[src/common/sound_cfg.svh]
`ifndef SOUND_CFG_SVH
`define SOUND_CFG_SVH

// Widths.
`define SND_DATA_W    8
`define SND_SAMPLE_W  8
`define SND_VOL_W     4
`define SND_ADDR_W    8
`define SND_AXI_W     32

// Register map, byte addresses.
`define SND_SQ_PERIOD 8'h00
`define SND_SQ_CTRL   8'h04
`define SND_SQ_LEN    8'h08
`define SND_NZ_PERIOD 8'h0C
`define SND_NZ_CTRL   8'h10
`define SND_NZ_LEN    8'h14
`define SND_NR50      8'h18
`define SND_NR51      8'h1C
`define SND_NR52      8'h20

// AXI responses.
`define SND_RESP_OKAY   2'b00
`define SND_RESP_SLVERR 2'b10

// Noise generator.
`define SND_LFSR_W    15
`define SND_LFSR_SEED 15'h7FFF

`endif

[src/common/sound_pkg.sv]
`include "sound_cfg.svh"

package sound_pkg;

   // One output sample, unsigned.
   typedef logic [`SND_SAMPLE_W-1:0] sample_t;

   // Register byte address.
   typedef logic [`SND_ADDR_W-1:0] reg_addr_t;

   // Per channel status for the mixer and NR52.
   typedef struct packed {
      logic on;
      logic active_high;
   } chan_status_t;

endpackage

[src/common/reg_bus_if.sv]
`timescale 1ns/1ps
`include "sound_cfg.svh"

interface reg_bus_if;
   import sound_pkg::*;

   logic                   wr_en;
   reg_addr_t              addr;
   logic [`SND_DATA_W-1:0] wdata;
   logic                   rd_en;
   logic [`SND_DATA_W-1:0] rdata;
   // Set when addr falls in the device window.
   logic                   hit;

   modport host (
      output wr_en,
      output addr,
      output wdata,
      output rd_en,
      input  rdata,
      input  hit
   );

   modport dev (
      input  wr_en,
      input  addr,
      input  wdata,
      input  rd_en,
      output rdata,
      output hit
   );

endinterface

[src/source/sound_regs.sv]
`timescale 1ns/1ps
`include "sound_cfg.svh"

module sound_regs (
   input  logic                      clk,
   input  logic                      arst_n,
   input  sound_pkg::reg_addr_t      awaddr,
   input  logic                      awvalid,
   output logic                      awready,
   input  logic [`SND_AXI_W-1:0]     wdata,
   input  logic [`SND_AXI_W/8-1:0]   wstrb,
   input  logic                      wvalid,
   output logic                      wready,
   output logic [1:0]                bresp,
   output logic                      bvalid,
   input  logic                      bready,
   input  sound_pkg::reg_addr_t      araddr,
   input  logic                      arvalid,
   output logic                      arready,
   output logic [`SND_AXI_W-1:0]     rdata,
   output logic [1:0]                rresp,
   output logic                      rvalid,
   input  logic                      rready,
   reg_bus_if.host                   sq_bus,
   reg_bus_if.host                   nz_bus,
   input  sound_pkg::chan_status_t   sq_status,
   input  sound_pkg::chan_status_t   nz_status,
   output logic [`SND_DATA_W-1:0]    nr50,
   output logic [`SND_DATA_W-1:0]    nr51,
   output logic                      master_en
);

   logic                   wr_take;
   logic                   rd_take;
   logic [`SND_ADDR_W-1:0] bus_addr;
   logic                   glob_hit;
   logic                   any_hit;
   logic [`SND_DATA_W-1:0] glob_rdata;
   logic [`SND_DATA_W-1:0] rd_byte;

   assign awready = !bvalid;
   assign wready  = !bvalid;
   assign wr_take = awvalid && wvalid && !bvalid;

   // A write in the same cycle holds the read off for one cycle.
   assign arready = !rvalid && !wr_take;
   assign rd_take = arvalid && arready;

   // One address serves both directions.
   assign bus_addr = wr_take ? awaddr : araddr;

   assign sq_bus.addr  = bus_addr;
   assign sq_bus.wdata = wdata[`SND_DATA_W-1:0];
   assign sq_bus.wr_en = wr_take && wstrb[0];
   assign sq_bus.rd_en = rd_take;
   assign nz_bus.addr  = bus_addr;
   assign nz_bus.wdata = wdata[`SND_DATA_W-1:0];
   assign nz_bus.wr_en = wr_take && wstrb[0];
   assign nz_bus.rd_en = rd_take;

   // Global registers.
   always_comb begin
      glob_hit   = 1'b1;
      glob_rdata = '0;
      case (bus_addr)
         `SND_NR50: glob_rdata = nr50;
         `SND_NR51: glob_rdata = nr51;
         `SND_NR52: glob_rdata = {master_en, {(`SND_DATA_W-3){1'b0}},
                                  nz_status.on, sq_status.on};
         default:   glob_hit = 1'b0;
      endcase
   end

   assign any_hit = glob_hit || sq_bus.hit || nz_bus.hit;
   assign rd_byte = glob_hit    ? glob_rdata :
                    sq_bus.hit  ? sq_bus.rdata :
                    nz_bus.hit  ? nz_bus.rdata : '0;

   always_ff @(posedge clk or negedge arst_n) begin
      if (!arst_n) begin
         nr50      <= '0;
         nr51      <= '0;
         master_en <= 1'b0;
      end else if (wr_take && wstrb[0]) begin
         case (awaddr)
            `SND_NR50: nr50 <= wdata[`SND_DATA_W-1:0];
            `SND_NR51: nr51 <= wdata[`SND_DATA_W-1:0];
            // Only the master bit is writable.
            `SND_NR52: master_en <= wdata[`SND_DATA_W-1];
            default: ;
         endcase
      end
   end

   // Write response.
   always_ff @(posedge clk or negedge arst_n) begin
      if (!arst_n) begin
         bvalid <= 1'b0;
      end else if (wr_take) begin
         bvalid <= 1'b1;
      end else if (bready) begin
         bvalid <= 1'b0;
      end
   end

   always_ff @(posedge clk) begin
      if (wr_take) begin
         bresp <= any_hit ? `SND_RESP_OKAY : `SND_RESP_SLVERR;
      end
   end

   // Read response.
   always_ff @(posedge clk or negedge arst_n) begin
      if (!arst_n) begin
         rvalid <= 1'b0;
      end else if (rd_take) begin
         rvalid <= 1'b1;
      end else if (rready) begin
         rvalid <= 1'b0;
      end
   end

   always_ff @(posedge clk) begin
      if (rd_take) begin
         rdata <= {{(`SND_AXI_W-`SND_DATA_W){1'b0}}, rd_byte};
         rresp <= any_hit ? `SND_RESP_OKAY : `SND_RESP_SLVERR;
      end
   end

   bvalid_hold: assert property (@(posedge clk) disable iff (!arst_n)
      bvalid && !bready |=> bvalid);

   rdata_hold: assert property (@(posedge clk) disable iff (!arst_n)
      rvalid && !rready |=> rvalid && $stable(rdata));

endmodule

[src/square_channel/square_channel.sv]
`timescale 1ns/1ps
`include "sound_cfg.svh"

module square_channel (
   input  logic                    clk,
   input  logic                    arst_n,
   reg_bus_if.dev                  bus,
   output sound_pkg::sample_t      sample,
   output sound_pkg::chan_status_t status
);

   logic [`SND_DATA_W-1:0] period;
   logic [`SND_DATA_W-1:0] ctrl;
   logic [`SND_DATA_W-1:0] len;
   logic [`SND_DATA_W-1:0] div_cnt;
   logic [`SND_DATA_W-1:0] len_cnt;
   logic [2:0]             step;
   logic [2:0]             high_steps;
   logic                   on;
   logic                   trigger;
   logic                   tick;

   assign bus.hit = (bus.addr == `SND_SQ_PERIOD) || (bus.addr == `SND_SQ_CTRL) ||
                    (bus.addr == `SND_SQ_LEN);

   always_comb begin
      bus.rdata = '0;
      if (bus.rd_en) begin
         case (bus.addr)
            `SND_SQ_PERIOD: bus.rdata = period;
            `SND_SQ_CTRL:   bus.rdata = ctrl;
            `SND_SQ_LEN:    bus.rdata = len;
            default:        bus.rdata = '0;
         endcase
      end
   end

   always_ff @(posedge clk or negedge arst_n) begin
      if (!arst_n) begin
         period <= '0;
         ctrl   <= '0;
         len    <= '0;
      end else if (bus.wr_en) begin
         case (bus.addr)
            `SND_SQ_PERIOD: period <= bus.wdata;
            `SND_SQ_CTRL:   ctrl   <= bus.wdata;
            `SND_SQ_LEN:    len    <= bus.wdata;
            default: ;
         endcase
      end
   end

   assign trigger = bus.wr_en && (bus.addr == `SND_SQ_CTRL) && bus.wdata[7];
   assign tick    = on && (div_cnt >= period);

   // Divider, step and length counter.
   always_ff @(posedge clk or negedge arst_n) begin
      if (!arst_n) begin
         on      <= 1'b0;
         div_cnt <= '0;
         step    <= '0;
         len_cnt <= '0;
      end else if (trigger) begin
         on      <= 1'b1;
         div_cnt <= '0;
         step    <= '0;
         len_cnt <= len;
      end else if (tick) begin
         div_cnt <= '0;
         step    <= step + 3'd1;
         // Zero length runs forever.
         if (len_cnt != '0) begin
            len_cnt <= len_cnt - 1'b1;
            if (len_cnt == 1) begin
               on <= 1'b0;
            end
         end
      end else if (on) begin
         div_cnt <= div_cnt + 1'b1;
      end
   end

   always_comb begin
      case (ctrl[5:4])
         2'd0:    high_steps = 3'd1;
         2'd1:    high_steps = 3'd2;
         2'd2:    high_steps = 3'd4;
         default: high_steps = 3'd6;
      endcase
   end

   assign sample = (on && (step < high_steps)) ?
                   {{(`SND_SAMPLE_W-`SND_VOL_W){1'b0}}, ctrl[`SND_VOL_W-1:0]} : '0;

   assign status.on          = on;
   assign status.active_high = (sample != '0);

   silent_when_off: assert property (@(posedge clk) disable iff (!arst_n)
      !status.on |-> sample == '0);

endmodule

[src/noise_channel/noise_channel.sv]
`timescale 1ns/1ps
`include "sound_cfg.svh"

module noise_channel (
   input  logic                    clk,
   input  logic                    arst_n,
   reg_bus_if.dev                  bus,
   output sound_pkg::sample_t      sample,
   output sound_pkg::chan_status_t status
);

   logic [`SND_DATA_W-1:0] period;
   logic [`SND_DATA_W-1:0] ctrl;
   logic [`SND_DATA_W-1:0] len;
   logic [`SND_DATA_W-1:0] div_cnt;
   logic [`SND_DATA_W-1:0] len_cnt;
   logic [`SND_LFSR_W-1:0] lfsr;
   logic                   on;
   logic                   trigger;
   logic                   tick;

   assign bus.hit = (bus.addr == `SND_NZ_PERIOD) || (bus.addr == `SND_NZ_CTRL) ||
                    (bus.addr == `SND_NZ_LEN);

   always_comb begin
      bus.rdata = '0;
      if (bus.rd_en) begin
         case (bus.addr)
            `SND_NZ_PERIOD: bus.rdata = period;
            `SND_NZ_CTRL:   bus.rdata = ctrl;
            `SND_NZ_LEN:    bus.rdata = len;
            default:        bus.rdata = '0;
         endcase
      end
   end

   always_ff @(posedge clk or negedge arst_n) begin
      if (!arst_n) begin
         period <= '0;
         ctrl   <= '0;
         len    <= '0;
      end else if (bus.wr_en) begin
         case (bus.addr)
            `SND_NZ_PERIOD: period <= bus.wdata;
            `SND_NZ_CTRL:   ctrl   <= bus.wdata;
            `SND_NZ_LEN:    len    <= bus.wdata;
            default: ;
         endcase
      end
   end

   assign trigger = bus.wr_en && (bus.addr == `SND_NZ_CTRL) && bus.wdata[7];
   assign tick    = on && (div_cnt >= period);

   always_ff @(posedge clk or negedge arst_n) begin
      if (!arst_n) begin
         on      <= 1'b0;
         div_cnt <= '0;
         lfsr    <= '0;
         len_cnt <= '0;
      end else if (trigger) begin
         on      <= 1'b1;
         div_cnt <= '0;
         lfsr    <= `SND_LFSR_SEED;
         len_cnt <= len;
      end else if (tick) begin
         div_cnt <= '0;
         // Feedback from taps 0 and 1 into the top bit.
         lfsr    <= {lfsr[0] ^ lfsr[1], lfsr[`SND_LFSR_W-1:1]};
         if (len_cnt != '0) begin
            len_cnt <= len_cnt - 1'b1;
            if (len_cnt == 1) begin
               on <= 1'b0;
            end
         end
      end else if (on) begin
         div_cnt <= div_cnt + 1'b1;
      end
   end

   assign sample = (on && !lfsr[0]) ?
                   {{(`SND_SAMPLE_W-`SND_VOL_W){1'b0}}, ctrl[`SND_VOL_W-1:0]} : '0;

   assign status.on          = on;
   assign status.active_high = (sample != '0);

   lfsr_not_stuck: assert property (@(posedge clk) disable iff (!arst_n)
      on |-> lfsr != '0);

endmodule

[src/source/sound_mixer.sv]
`timescale 1ns/1ps
`include "sound_cfg.svh"

module sound_mixer (
   input  logic                   clk,
   input  logic                   arst_n,
   input  sound_pkg::sample_t     sq_sample,
   input  sound_pkg::sample_t     nz_sample,
   input  logic [`SND_DATA_W-1:0] nr50,
   input  logic [`SND_DATA_W-1:0] nr51,
   input  logic                   master_en,
   output sound_pkg::sample_t     so1,
   output sound_pkg::sample_t     so2
);
   import sound_pkg::*;

   sample_t so1_sum;
   sample_t so2_sum;
   logic    so1_en;
   logic    so2_en;

   // Routing from NR51.
   assign so1_sum = (nr51[0] ? sq_sample : '0) + (nr51[1] ? nz_sample : '0);
   assign so2_sum = (nr51[4] ? sq_sample : '0) + (nr51[5] ? nz_sample : '0);

   // NR50 volume bits are not used, only the output enables.
   assign so1_en = master_en && nr50[3];
   assign so2_en = master_en && nr50[7];

   always_ff @(posedge clk or negedge arst_n) begin
      if (!arst_n) begin
         so1 <= '0;
         so2 <= '0;
      end else begin
         so1 <= so1_en ? so1_sum : '0;
         so2 <= so2_en ? so2_sum : '0;
      end
   end

   muted_when_off: assert property (@(posedge clk) disable iff (!arst_n)
      !master_en |=> (so1 == '0) && (so2 == '0));

endmodule

[src/source/sound_controller.sv]
`timescale 1ns/1ps
`include "sound_cfg.svh"

module sound_controller (
   input  logic                    clk,
   input  logic                    arst_n,
   input  sound_pkg::reg_addr_t    awaddr,
   input  logic                    awvalid,
   output logic                    awready,
   input  logic [`SND_AXI_W-1:0]   wdata,
   input  logic [`SND_AXI_W/8-1:0] wstrb,
   input  logic                    wvalid,
   output logic                    wready,
   output logic [1:0]              bresp,
   output logic                    bvalid,
   input  logic                    bready,
   input  sound_pkg::reg_addr_t    araddr,
   input  logic                    arvalid,
   output logic                    arready,
   output logic [`SND_AXI_W-1:0]   rdata,
   output logic [1:0]              rresp,
   output logic                    rvalid,
   input  logic                    rready,
   output sound_pkg::sample_t      so1,
   output sound_pkg::sample_t      so2
);
   import sound_pkg::*;

   sample_t                sq_sample;
   sample_t                nz_sample;
   chan_status_t           sq_status;
   chan_status_t           nz_status;
   logic [`SND_DATA_W-1:0] nr50;
   logic [`SND_DATA_W-1:0] nr51;
   logic                   master_en;

   reg_bus_if sq_bus ();
   reg_bus_if nz_bus ();

   sound_regs regs_i (
      .clk       (clk),
      .arst_n    (arst_n),
      .awaddr    (awaddr),
      .awvalid   (awvalid),
      .awready   (awready),
      .wdata     (wdata),
      .wstrb     (wstrb),
      .wvalid    (wvalid),
      .wready    (wready),
      .bresp     (bresp),
      .bvalid    (bvalid),
      .bready    (bready),
      .araddr    (araddr),
      .arvalid   (arvalid),
      .arready   (arready),
      .rdata     (rdata),
      .rresp     (rresp),
      .rvalid    (rvalid),
      .rready    (rready),
      .sq_bus    (sq_bus),
      .nz_bus    (nz_bus),
      .sq_status (sq_status),
      .nz_status (nz_status),
      .nr50      (nr50),
      .nr51      (nr51),
      .master_en (master_en)
   );

   square_channel square_i (
      .clk    (clk),
      .arst_n (arst_n),
      .bus    (sq_bus),
      .sample (sq_sample),
      .status (sq_status)
   );

   noise_channel noise_i (
      .clk    (clk),
      .arst_n (arst_n),
      .bus    (nz_bus),
      .sample (nz_sample),
      .status (nz_status)
   );

   sound_mixer mixer_i (
      .clk       (clk),
      .arst_n    (arst_n),
      .sq_sample (sq_sample),
      .nz_sample (nz_sample),
      .nr50      (nr50),
      .nr51      (nr51),
      .master_en (master_en),
      .so1       (so1),
      .so2       (so2)
   );

endmodule

[config.mk]
export PLATFORM = sky130hd
export DESIGN_NAME = sound_controller
export DESIGN_NICKNAME = d
export VERILOG_FILES = /design/src/common/sound_pkg.sv /design/src/common/reg_bus_if.sv /design/src/source/sound_regs.sv /design/src/square_channel/square_channel.sv /design/src/noise_channel/noise_channel.sv /design/src/source/sound_mixer.sv /design/src/source/sound_controller.sv
export VERILOG_INCLUDE_DIRS = /design/src /design/src/common
export SDC_FILE = /design/constraint.sdc
export NUM_CORES = 1
export LEC_CHECK = 0
export BUFFER_PORTS_ARGS = -buffer_cell sky130_fd_sc_hd__buf_2
export CAP_MARGIN = 0
export CORE_AREA = 4 4 136 138
export CTS_CLUSTER_SIZE = 40
export DETAILED_ROUTE_END_ITERATION = 6
export DIE_AREA = 0 0 140 142
export PLACE_DENSITY = 0.76
export SLEW_MARGIN = 20
export SYNTH_ARGS = -nofsm -noshare
export SYNTH_HDL_FRONTEND = slang
export SYNTH_HIERARCHICAL = 1
export SYNTH_SLANG_ARGS = --single-unit
[constraint.sdc]
create_clock -name clk -period 3 [get_ports clk]
set_clock_uncertainty 0.1 [all_clocks]
set_input_delay 0.15 -clock clk [delete_from_list [all_inputs] [get_ports clk]]
set_output_delay 0.15 -clock clk [all_outputs]
set_load 0.1 [all_outputs]
==> flow_metrics.py, run 1 <==
metrics = {
    "status": {
        "outcome": "finished clean",
    },
    "final_layout": {
        "flow.area_growth_from_synthesis_pct": 12.54,
        "final_common_cell": "sky130_fd_sc_hd__dfrtp_1",
        "drive_above_1_share": 0.2313,
        "area_of_the_multi_input_gates_um2": 4711,
        "largest_register_ffs": 15,
        "nets": 1078,
        "antennaDiodeCount": 0,
        "regArea_um2": 3682,
        "fill_cells": 1473,
        "final_cell_mix": "sky130_fd_sc_hd__dfrtp_1 (134), sky130_fd_sc_hd__nor2_1 (69), sky130_fd_sc_hd__buf_2 (61)",
        "register_bank_with_the_most_flops": "noise_i/lfsr",
    },
    "worst_setup_path": {
        "crit_required_ps": 3200,
        "critPathKind": "register to register",
        "critical_path_peak_fanout": 12,
        "critical_path_data_arrival_time_ps": 3060,
        "reg2reg_setup_slack_ps": 140,
        "critPathCaptureType": "register",
        "setup.worst_path.start_class": "register",
    },
    "synth": {
        "synth_area_um2": 9029,
        "synthCells": 912,
        "yosys_warnings": 6,
        "syn_avg_cell_area_um2": 9.900,
    },
    "routing": {
        "routed_via_density": 5.698,
        "detail_route.first_pass.iterations": 5,
        "dr.first_iter.drc_count": 664,
        "finalWirelength_mm": 20.67,
        "drt.antenna.violating_nets": 0,
        "via_count": 6923,
        "avgRoutedWirePerCell_um": 17.01,
        "drc_errors": 0,
    },
    "timing": {
        "hold_viol_final": 0,
        "maxSlewViolCount": 0,
        "fin_crit_sh": 0.9523,
        "setup_tns_ps": 0,
        "final.hold.worst_slack_ps": 9.119,
        "achievable-frequency_ghz": 0.3500,
        "timing_worst_slew_pin_value_ps": 614.0,
        "report.final.setup_viol": 0,
        "final.setup.worst_slack_ps": 143.0,
        "period_needed_ps": 2857,
        "rsz0062_at_grt": "false",
        "worst_slew_margin_rel": 0.5907,
    },
    "global_route": {
        "global_route.overflow_total": 0,
        "grt_use_total": 0.2110,
        "grt_antenna_before_repair": 0,
        "largest_net_degree_at_the_start_of_global_routing": 64,
        "grt_first_pass_wirelength_mm": 34.06,
        "grt_pass1_vias": 6593,
    },
    "place": {
        "port-buffer-count": 62,
        "dp_hpwl_mm": 14.88,
        "dpl_worst_slack_ps": -14.23,
        "gp_congestion": 0.8526,
    },
    "job": {
        "maxCapViolCount": 0,
    },
    "clock_tree": {
        "insertion_delay_ps": 420,
        "cts_buffers": 17,
        "cts_tree": "done",
        "clk_path_buf_depth": 2,
        "number_of_clock_sinks_seen_by_cts": 145,
        "cts_root_buf": "sky130_fd_sc_hd__clkbuf_16",
        "clk_transition_reported_paths_ps": 60,
        "htree_num_levels": 4,
    },
    "floorplan": {
        "die-height_um": 142,
        "io-pin-count": 116,
        "placeableCoreArea_um2": 17180,
        "fp.dieArea_um2": 19880,
        "die_width_um": 140,
        "start_util": 0.5256,
        "placementRows": 48,
    },
    "hold_path": {
        "worst_hold_path_type": "input port to register",
    },
    "pwr": {
        "p_per_area_nw_per_um2": 578.0,
        "power.leakage_uw": 0.004844,
        "ir_drop_mv": 0.4529,
    },
}
-- metrics by stage --
step	util	total power (µW)	area [µm²]	instances
floorplan	-	3453	9189	943
global placement	0.5491	3666	9432	1172
detailed placement	0.5491	3704	9432	1172
CTS	0.5892	5887	10120	1212
global route	0.5916	6169	10160	1215
finish	0.5916	5873	10160	1215
-- worst max-delay path, cell delays in order, from the launching register on --
cell	delay (ps)
sky130_fd_sc_hd__dfrtp_4	470
sky130_fd_sc_hd__nand3b_1	150
sky130_fd_sc_hd__buf_4	170
sky130_fd_sc_hd__nand2_1	70
sky130_fd_sc_hd__nand2_1	70
sky130_fd_sc_hd__or4_4	580
sky130_fd_sc_hd__nor3_2	190
sky130_fd_sc_hd__buf_4	220
sky130_fd_sc_hd__and3_1	240
sky130_fd_sc_hd__buf_12	140
sky130_fd_sc_hd__mux2_2	330
-- report_power, final --
part	internal (µW)	switching, µW	total (µW)	leakage (µW)
registers	2220	205	2420	0.00183
clock network	1330	837	2160	0.000292
logic	464	823	1290	0.00272
-- what timing repair did --
action,in CTS,in global routing
setup endpoints to repair,6,34
hold endpoints to repair,66,0
resized for setup,1,4
hold buffers,8,0
pin swaps,0,1
setup buffers,1,3
-- per-layer routing --
layer	global-route usage	part of all wire
met2	0.3434	0.48
met4	0.07496	0.024
met5	0	0
met1	0.2890	0.44
met3	0.03427	0.050
-- final cells by class --
| cell class | count | area share |
|---|---|---|
| timing repair buffer | 112 | 0.07376 |
| sequential | 145 | 0.3624 |
| inverter | 36 | 0.01355 |
| multi-input combinational | 666 | 0.4636 |
| clock inverter | 13 | 0.01576 |
| tap | 225 | 0.02771 |
| clock buffer | 18 | 0.04322 |
-- final timing paths --
path | from | to | cells past startpoint
worst max-delay path | regs_i/bvalid | noise_i/len[7] | 10
worst min-delay path | wdata[3] | square_i/period[3] | 3
worst max register to register | regs_i/bvalid | noise_i/len[7] | 10
worst min register to register | regs_i/nr51[3] | regs_i/nr51[3] | 1
max in group asynchronous | arst_n | square_i/len_cnt[4] | 3
min in group asynchronous | arst_n | noise_i/div_cnt[5] | 2
Note: power is estimated with default switching activity, not from simulation.
==> run 2, diff against run 1 <==
ABC_AREA = 1   (was unset)
CORE_AREA = 4 4 140 142   (was 4 4 136 138)
DIE_AREA = 0 0 144 146   (was 0 0 140 142)
PLACE_DENSITY = 0.77   (was 0.76)
==> flow_metrics.py, run 2 <==
metrics = {
    "routing": {
        "drt.antenna.violating_nets": 0,
        "routed_via_density": 5.060,
        "finalWirelength_mm": 21.84,
        "drc_errors": 0,
        "detail_route.first_pass.iterations": 5,
        "avgRoutedWirePerCell_um": 13.26,
        "dr.first_iter.drc_count": 582,
        "via_count": 8333,
    },
    "clock_tree": {
        "cts_root_buf": "sky130_fd_sc_hd__clkbuf_16",
        "cts_tree": "done",
        "htree_num_levels": 4,
        "cts_buffers": 17,
        "clk_transition_reported_paths_ps": 70,
        "clk_path_buf_depth": 2,
        "insertion_delay_ps": 430,
        "postCtsSetupBuffers": 0,
        "number_of_clock_sinks_seen_by_cts": 145,
    },
    "final_layout": {
        "antennaDiodeCount": 0,
        "flow.area_growth_from_synthesis_pct": 9.380,
        "final_common_cell": "sky130_fd_sc_hd__nand2_1",
        "largest_register_ffs": 15,
        "nets": 1500,
        "final_cell_mix": "sky130_fd_sc_hd__nand2_1 (423), sky130_fd_sc_hd__inv_1 (224), sky130_fd_sc_hd__dfrtp_1 (134)",
        "drive_above_1_share": 0.1345,
        "post_layout_nonfiller_instances": 1647,
        "register_bank_with_the_most_flops": "noise_i/lfsr",
        "fin_area_um2": 10650,
    },
    "worst_setup_path": {
        "most_prevalent_standard_cell_on_the_critical_path": "sky130_fd_sc_hd__nand2_1",
        "cp_max_delay_cell": "sky130_fd_sc_hd__dfrtp_4",
        "critical_path_peak_fanout": 13,
        "critPathKind": "register to register",
        "critical_path_data_arrival_time_ps": 2940,
        "chain_of_cells_forming_the_critical_path": "clkinvlp_4, nand3_4, nand2_1, nand2_1, inv_1, nor2_2, nor3b_1, nand2_1, nand3_1, nand2_1, a31oi_1, nand3_2, nand2_1, nand4_1, nand2_1",
        "crit_required_ps": 3190,
        "critPathTopFamily": "simple AND/OR/NAND/NOR gates",
        "critPathCaptureType": "register",
        "timing.critical_path.slowest_cell_delay_ps": 440,
        "setup.worst_path.start_class": "register",
        "timing.critical_path.buf_inv": 2,
    },
    "timing": {
        "worst_slew_margin_rel": 0.3977,
        "hold_viol_final": 0,
        "maxSlewViolCount": 0,
        "period_needed_ps": 2751,
        "fin_crit_sh": 0.9170,
        "timing_worst_slew_pin_value_ps": 903.4,
        "achievable-frequency_ghz": 0.3635,
        "final.hold.worst_slack_ps": 18.44,
        "setup_tns_ps": 0,
        "report.final.setup_viol": 0,
        "rsz0062_at_grt": "false",
    },
    "pwr": {
        "p_per_area_nw_per_um2": 609.3,
        "power.leakage_uw": 0.005950,
        "ir_drop_mv": 0.4299,
    },
    "place": {
        "port-buffer-count": 62,
        "dp_hpwl_mm": 16.06,
        "place_area_um2": 9971,
        "gp_congestion": 0.9101,
        "placed_cells": 1604,
    },
    "synth": {
        "synth_area_um2": 9737,
        "syn_avg_cell_area_um2": 7.181,
        "synthCells": 1356,
        "yosys_warnings": 6,
    },
    "floorplan": {
        "io-pin-count": 116,
        "die-height_um": 146,
        "placementRows": 50,
        "fp.dieArea_um2": 21020,
        "start_util": 0.5276,
        "placeableCoreArea_um2": 18460,
        "die_width_um": 144,
    },
    "global_route": {
        "global_route.overflow_total": 0,
        "grt_antenna_before_repair": 0,
        "grt_first_pass_wirelength_mm": 36.39,
        "grt_pass1_vias": 7704,
        "grt_use_total": 0.2126,
        "largest_net_degree_at_the_start_of_global_routing": 91,
    },
    "status": {
        "outcome": "finished clean",
    },
    "hold_path": {
        "worst_hold_path_type": "input port to register",
    },
    "job": {
        "maxCapViolCount": 0,
    },
}
[run 2: final cells by class]
class	count	area [µm²]
clock buffer	20	446.7
clock inverter	12	115.1
fill	1659	7805
inverter	230	874.6
multi-input combinational	916	4672
sequential	145	3682
tap	234	292.8
timing repair buffer	90	566.8
[run 2: routing by layer]
layer	GRT usage	share of wire	wire [µm]
met1	0.3016	0.46	10020
met2	0.3347	0.47	10180
met3	0.03648	0.056	1223
met4	0.06121	0.019	417
met5	0	0	0
[run 2: what timing repair did]
item                       4_1_cts  5_1_grt
hold buffers                    11        0
hold endpoints to repair       128        0
setup endpoints to repair        0       11
resized for setup                0        1
[run 2: per-stage QoR]
| stage | setup slack [ps] | utilization | total power, µW |
|---|---|---|---|
| 2_1_floorplan | -363.9 | - | 4106 |
| 3_3_place_gp | 310.7 | 0.5403 | 4363 |
| 3_5_place_dp | 253.6 | 0.5403 | 4428 |
| 4_1_cts | 229.4 | 0.5767 | 6533 |
| 5_1_grt | 22.10 | 0.5771 | 6901 |
| 6_report | 248.9 | 0.5771 | 6490 |
[run 2: worst register-to-register path, stage by stage, from the launching register on]
cell and delay (ps):
sky130_fd_sc_hd__dfrtp_4 440, sky130_fd_sc_hd__clkinvlp_4 160, sky130_fd_sc_hd__nand3_4 190, sky130_fd_sc_hd__nand2_1 80, sky130_fd_sc_hd__nand2_1 130, sky130_fd_sc_hd__inv_1 100
sky130_fd_sc_hd__nor2_2 150, sky130_fd_sc_hd__nor3b_1 190, sky130_fd_sc_hd__nand2_1 190, sky130_fd_sc_hd__nand3_1 150, sky130_fd_sc_hd__nand2_1 140, sky130_fd_sc_hd__a31oi_1 220
sky130_fd_sc_hd__nand3_2 90, sky130_fd_sc_hd__nand2_1 70, sky130_fd_sc_hd__nand4_1 130, sky130_fd_sc_hd__nand2_1 100
[run 2: report_power, final]
group | switching (µW) | internal, µW | total (µW)
Sequential | 197 | 2230 | 2430
Combinational | 1370 | 624 | 2000
Clock | 835 | 1230 | 2070
Total | 2400 | 4090 | 6490
[run 2: path summary, 6_finish.rpt]
check	start	cells after the start	slack [ps]	end
max in group asynchronous	arst_n	3	1740	regs_i/nr50[5]
worst min-delay path	wdata[7]	3	20	noise_i/period[7]
worst min register to register	square_i/ctrl[7]	2	380	square_i/ctrl[7]
worst max register to register	regs_i/bvalid	15	250	regs_i/rdata[5]
worst max-delay path	regs_i/bvalid	15	250	regs_i/rdata[5]
min in group asynchronous	arst_n	2	230	mixer_i/so1[3]
